===== config.mk =====
export PLATFORM = sky130hd
export DESIGN_NAME = axil_regs
export DESIGN_NICKNAME = d
export VERILOG_FILES = /design/src/verilog/page_alloc_pkg.sv /design/src/verilog/axil_regs.sv
export SDC_FILE = /design/constraint.sdc
export NUM_CORES = 1
export LEC_CHECK = 0
export BUFFER_PORTS_ARGS = -buffer_cell sky130_fd_sc_hd__buf_4
export CORE_MARGIN = 2
export CORE_UTILIZATION = 30
export CTS_BUF_LIST = sky130_fd_sc_hd__clkbuf_16
export DETAILED_ROUTE_END_ITERATION = 10
export GPL_ROUTABILITY_DRIVEN = 0
export PLACE_DENSITY_LB_ADDON = 0.08
export SLEW_MARGIN = 20
export SYNTH_ARGS = -nofsm -noshare
export SYNTH_HDL_FRONTEND = slang
export SYNTH_SLANG_ARGS = --single-unit
export TNS_END_PERCENT = 50

===== constraint.sdc =====
create_clock -name clk -period 4 [get_ports clk]
set_input_delay 0.2 -clock clk [delete_from_list [all_inputs] [get_ports clk]]
set_output_delay 0.2 -clock clk [all_outputs]
set_load 0.03 [all_outputs]

===== src/verilog/page_alloc_pkg.sv =====
// shared definitions of the page allocator
// map geometry, page number and free count widths
// command opcodes and bitmap engine states
// request and response structs between front end and engine
// AXI4-Lite register offsets, response codes and field positions

`default_nettype none

package page_alloc_pkg;

	// ====================
	// map geometry
	// ====================

	// one map word carries the used flags of 64 consecutive pages
	localparam int MAP_WORDS = 256;
	localparam int WORD_BITS = 64;
	localparam int WORD_W = 8;
	localparam int BIT_W = 6;
	// a page number is the word index on top of the bit index
	localparam int PAGE_W = WORD_W + BIT_W;
	// one bit wider than a page number so that an empty map fits
	localparam int COUNT_W = PAGE_W + 1;
	localparam logic [COUNT_W-1:0] FREE_ALL = COUNT_W'(MAP_WORDS * WORD_BITS);

	// commands as they appear in CMD bits 2:0
	typedef enum logic [2:0] {
		OP_NOP     = 3'd0,
		OP_ALLOC   = 3'd1,
		OP_RESERVE = 3'd2,
		OP_FREE    = 3'd3,
		OP_CLEAR   = 3'd4
	} alloc_op_e;

	typedef enum logic [2:0] {
		ST_IDLE,
		ST_CLEAR,
		ST_READ,
		ST_SCAN,
		ST_MODIFY,
		ST_WRITE
	} bitmap_state_e;

	// valid is a single cycle pulse, page is ignored by ALLOC and CLEAR
	typedef struct packed {
		logic              valid;
		alloc_op_e         op;
		logic [PAGE_W-1:0] page;
	} alloc_req_t;

	typedef struct packed {
		logic              ok;
		logic [PAGE_W-1:0] page;
	} alloc_rsp_t;

	// ====================
	// register map
	// ====================

	localparam int AXI_ADDR_W = 4;
	localparam int AXI_DATA_W = 32;
	localparam logic [AXI_ADDR_W-1:0] REG_CMD = 4'h0;
	localparam logic [AXI_ADDR_W-1:0] REG_STATUS = 4'h4;
	localparam logic [AXI_ADDR_W-1:0] REG_FREE = 4'h8;
	localparam logic [1:0] RESP_OKAY = 2'b00;
	localparam logic [1:0] RESP_SLVERR = 2'b10;

	// the page field sits at the same place in CMD and STATUS
	localparam int CMD_OP_LO = 0;
	localparam int CMD_OP_HI = 2;
	localparam int PAGE_LO = 16;
	localparam int PAGE_HI = PAGE_LO + PAGE_W - 1;
	localparam int STAT_BUSY = 0;
	localparam int STAT_OK = 1;

endpackage

`default_nettype wire

===== src/verilog/axil_regs.sv =====
// AXI4-Lite register front end of the page allocator
// write channel with CMD decode and the one cycle engine request
// read channel for STATUS and FREE
// SLVERR for unmapped offsets, read-only targets and commands while busy

`default_nettype none

module axil_regs (
	input  logic                                  clk,
	input  logic                                  rst,
	input  logic [page_alloc_pkg::AXI_ADDR_W-1:0] awaddr_i,
	input  logic                                  awvalid_i,
	output logic                                  awready_o,
	input  logic [page_alloc_pkg::AXI_DATA_W-1:0] wdata_i,
	input  logic [3:0]                            wstrb_i,
	input  logic                                  wvalid_i,
	output logic                                  wready_o,
	output logic [1:0]                            bresp_o,
	output logic                                  bvalid_o,
	input  logic                                  bready_i,
	input  logic [page_alloc_pkg::AXI_ADDR_W-1:0] araddr_i,
	input  logic                                  arvalid_i,
	output logic                                  arready_o,
	output logic [page_alloc_pkg::AXI_DATA_W-1:0] rdata_o,
	output logic [1:0]                            rresp_o,
	output logic                                  rvalid_o,
	input  logic                                  rready_i,
	output page_alloc_pkg::alloc_req_t            req_o,
	input  logic                                  busy_i,
	input  page_alloc_pkg::alloc_rsp_t            rsp_i,
	input  logic [page_alloc_pkg::COUNT_W-1:0]    free_count_i
);

	logic                                  awready_q;
	logic                                  bvalid_q;
	logic [1:0]                            bresp_q;
	logic                                  wr_hs;
	logic                                  cmd_busy;
	page_alloc_pkg::alloc_op_e             wr_op;
	logic                                  wr_go;
	logic [1:0]                            wr_resp;
	page_alloc_pkg::alloc_req_t            req_q;
	logic                                  arready_q;
	logic                                  rvalid_q;
	logic [1:0]                            rresp_q;
	logic [page_alloc_pkg::AXI_DATA_W-1:0] rdata_q;
	logic                                  rd_hs;
	logic [1:0]                            rd_resp;
	logic [page_alloc_pkg::AXI_DATA_W-1:0] rd_data;

	// ====================
	// write channel
	// ====================

	// the handshake completes in the cycle where the registered ready is high
	assign wr_hs = awready_q & awvalid_i & wvalid_i;
	// a request in flight counts as busy until the engine raises busy itself
	assign cmd_busy = busy_i | req_q.valid;
	assign wr_op = page_alloc_pkg::alloc_op_e'(wdata_i[page_alloc_pkg::CMD_OP_HI:
		page_alloc_pkg::CMD_OP_LO]);

	// only CMD is writable and every write takes the full word, so wstrb_i
	// has no effect on the result
	always_comb
	begin
		wr_go = 1'b0;
		wr_resp = page_alloc_pkg::RESP_SLVERR;
		if (awaddr_i == page_alloc_pkg::REG_CMD)
		begin
			if (cmd_busy)
				wr_resp = page_alloc_pkg::RESP_SLVERR;
			else if (wr_op == page_alloc_pkg::OP_NOP)
				wr_resp = page_alloc_pkg::RESP_OKAY;
			else if (wr_op == page_alloc_pkg::OP_ALLOC || wr_op == page_alloc_pkg::OP_RESERVE ||
				wr_op == page_alloc_pkg::OP_FREE || wr_op == page_alloc_pkg::OP_CLEAR)
			begin
				wr_go = 1'b1;
				wr_resp = page_alloc_pkg::RESP_OKAY;
			end
		end
	end

	always_ff @(posedge clk)
	begin
		if (rst)
		begin
			awready_q <= 1'b0;
			bvalid_q <= 1'b0;
			req_q.valid <= 1'b0;
		end
		else
		begin
			// address and data are taken together, never while a response waits
			awready_q <= awvalid_i & wvalid_i & ~bvalid_q & ~awready_q;
			if (wr_hs)
			begin
				bvalid_q <= 1'b1;
				bresp_q <= wr_resp;
			end
			else if (bvalid_q && bready_i)
			begin
				bvalid_q <= 1'b0;
			end
			// the request lives for exactly the cycle after the handshake
			req_q.valid <= wr_hs & wr_go;
			if (wr_hs && wr_go)
			begin
				req_q.op <= wr_op;
				req_q.page <= wdata_i[page_alloc_pkg::PAGE_HI:page_alloc_pkg::PAGE_LO];
			end
		end
	end

	// ====================
	// read channel
	// ====================

	assign rd_hs = arready_q & arvalid_i;

	// CMD reads back as zero, it holds nothing worth reporting
	always_comb
	begin
		rd_data = '0;
		rd_resp = page_alloc_pkg::RESP_OKAY;
		case (araddr_i)
		page_alloc_pkg::REG_CMD:
		begin
			rd_data = '0;
		end
		page_alloc_pkg::REG_STATUS:
		begin
			rd_data[page_alloc_pkg::STAT_BUSY] = cmd_busy;
			rd_data[page_alloc_pkg::STAT_OK] = rsp_i.ok;
			rd_data[page_alloc_pkg::PAGE_HI:page_alloc_pkg::PAGE_LO] = rsp_i.page;
		end
		page_alloc_pkg::REG_FREE:
		begin
			rd_data[page_alloc_pkg::COUNT_W-1:0] = free_count_i;
		end
		default:
		begin
			rd_resp = page_alloc_pkg::RESP_SLVERR;
		end
		endcase
	end

	always_ff @(posedge clk)
	begin
		if (rst)
		begin
			arready_q <= 1'b0;
			rvalid_q <= 1'b0;
		end
		else
		begin
			arready_q <= arvalid_i & ~rvalid_q & ~arready_q;
			if (rd_hs)
			begin
				// data is sampled at the handshake and held until rready
				rvalid_q <= 1'b1;
				rdata_q <= rd_data;
				rresp_q <= rd_resp;
			end
			else if (rvalid_q && rready_i)
			begin
				rvalid_q <= 1'b0;
			end
		end
	end

	assign awready_o = awready_q;
	assign wready_o = awready_q;
	assign bvalid_o = bvalid_q;
	assign bresp_o = bresp_q;
	assign arready_o = arready_q;
	assign rvalid_o = rvalid_q;
	assign rdata_o = rdata_q;
	assign rresp_o = rresp_q;
	assign req_o = req_q;

endmodule

`default_nettype wire


==> flow_summary.yaml <==
status:
  status: "finished clean"
critical_path:
  start_kind: "flip-flop"
  critPathLaunch: "awready_o$_SDFF_PP0_"
  rrSetupSlack_ns: 2.50
  r2r_cells: 3
  required_ns: 3.97
  cp.arrival_ns: 1.48
  r2r-start: "awready_o$_SDFF_PP0_"
  endpoint: "req_o[13]$_DFFE_PP_"
  worst-path-max-fanout: 17
  criticalPathCategory: "flip-flop to flip-flop"
  r2r_end: "req_o[13]$_DFFE_PP_"
  end_kind: "flip-flop"
clock_tree:
  htreeDepth: 2
  hold_buffers: 0
  cts_resized: 0
  clockBufferDepth: 2
  clk_latency_ns: 0.28
  cts_sinks: 53
  post_cts_buffers: 0
  clk_pin_slew_ns: 0.07
  cts_made_buffers: 5
  cts_tree: "built"
  root_buffer: "clkbuf_16"
detailed_routing:
  drc: 0
  vias: 1332
  first_iter_violations: 53
  drt-total-wl_microns: 4200
  ant_nets: 0
  via_per_inst: 4.23
  wl_per_cell_microns: 13.3
  first_pass_iters: 4
timing:
  fin_ws_ns: 2.50
  setup_tns_ns: 0
  hold_viol: 0
  slew_violations: 0
  tightestPinTransition_ns: 0.699
  period_share_pct: 37.6
  grt_setup_unrepaired: "false"
  slew_headroom_pct: 53.2
  setup_viol: 0
  holdWs_ns: 0.0904
  fmax_ghz: 0.665
  finClkSkew_ns: 0.00347
  period_needed_ns: 1.50
job:
  drv_cap: 0
pwr:
  p_per_area_nw_per_um2: 397
  p_total_mw: 1.23
  peakVddDrop_v: 0.000165
  p_leak_nw: 1.38
global_route:
  grt_max_degree: 32
  grt_antenna_before_repair: 0
  grt_usage_pct: 11.6
  grt_pass1_wl_microns: 6490
  grt.overflow.total: 0
  grt_pass1_vias: 1274
final_layout:
  drive_above_1_share_pct: 54.2
  diodes: 0
  layout_common_cells: "buf_4, edfxtp_1, and2_1"
  final_common_cell: "buf_4"
  layout.nets: 319
  area_delta_synth_final_pct: 57.1
logic_synthesis:
  ys_ff_latch: 53
  yosysWarnings: 0
  ys_types: 22
  syn_inst: 116
  avgSynthCellArea_sq_um: 17.0
  ys_seq_area_share_pct: 78.2
  syn_area_sq_um: 1970
floorplanning:
  die_area_sq_um: 7240
  num_io_pins: 141
  die_w_microns: 85.1
  core_region_area_sq_um: 6350
  initial_core_util_pct: 31.1
  die_y_microns: 85.1
  rows: 29
place:
  place.port_buffers: 116
  dp_slack_ns: 2.46
  hpwl_microns: 3110
worst_hold_path:
  hold_path.class: "primary input to flip-flop"
through the flow:
stage | area [sq um] | utilization [%] | instances
global route | 3100 | 48.8 | 315
global placement | 2910 | 45.8 | 307
CTS | 3100 | 48.8 | 315
finish | 3100 | 48.8 | 315
floorplan | 1990 | - | 120
detailed placement | 2910 | 45.8 | 307
cells in the mapped netlist, drive strengths merged:
library cell / instances / area, sq um
edfxtp: 48 / 1440
and2: 27 / 169
buf: 8 / 67.6
dfxtp: 5 / 100
nand2: 5 / 18.8
nor2: 5 / 18.8
nor4b: 5 / 73.8
o21ai: 2 / 10.0
a211o: 1 / 8.76
a21o: 1 / 7.51
a22o: 1 / 8.76
and3b: 1 / 8.76
conb: 1 / 3.75
inv: 1 / 3.75
nand3: 1 / 5.00
nand4: 1 / 6.26
nand4b: 1 / 8.76
nor3: 1 / 5.00
nor4: 1 / 6.26
area by class of cell:
cell class / count / area [sq um]
sequential: 53 / 1540
multi-input combinational: 58 / 380
timing repair buffer: 118 / 886
tap: 77 / 96.3
fill: 567 / 3250
clock buffer: 5 / 125
inverter: 1 / 3.75
clock inverter: 3 / 65.1
where the power goes:
| part | switching, mW | internal, mW | leakage (nW) |
|---|---|---|---|
| Sequential | 0.00179 | 0.605 | 0.521 |
| Combinational | 0.0358 | 0.0501 | 0.765 |
| Clock | 0.182 | 0.357 | 0.0938 |
| Total | 0.219 | 1.01 | 1.38 |
registers in the layout, summed over array words and instances (netlist names):
signal,count
req_o,18
bvalid_o,1
awready_o,1
rdata_o,29
rvalid_o,1
arready_o,1
bresp_o,1
rresp_o,1
kinds of logic after synthesis:
family / Yosys count / synth area share (%)
AND/OR/NAND/NOR: 48 / 16.2
other: 1 / 0.190
buffers and inverters: 9 / 3.62
AO/OA/AOI/OAI: 5 / 1.78
flip-flops: 53 / 78.2
worst min path at each step:
stage / from / endpoint / depth (start not counted)
finish: wdata_i[25] / req_o[9]$_DFFE_PP_ / 1
global route: wdata_i[19] / req_o[3]$_DFFE_PP_ / 1
CTS: wdata_i[19] / req_o[3]$_DFFE_PP_ / 1
detailed placement: wdata_i[19] / req_o[3]$_DFFE_PP_ / 1
global placement: wdata_i[21] / req_o[5]$_DFFE_PP_ / 1
floorplan: rst / awready_o$_SDFF_PP0_ / 1
per-layer routing:
metal	track usage, %	vias to the layer above	wire, microns
li1	-	651	-
met1	15.5	610	1650
met2	16.8	64	2040
met3	5.25	7	455
met4	3.46	0	56
met5	0	-	0
critical path, stage by stage (launching register included):
cell	delay, ns
dfxtp_1	0.38
nand4b_1	0.21
nor4b_2	0.31
buf_4	0.29
Power figures use the tool's default switching activity.
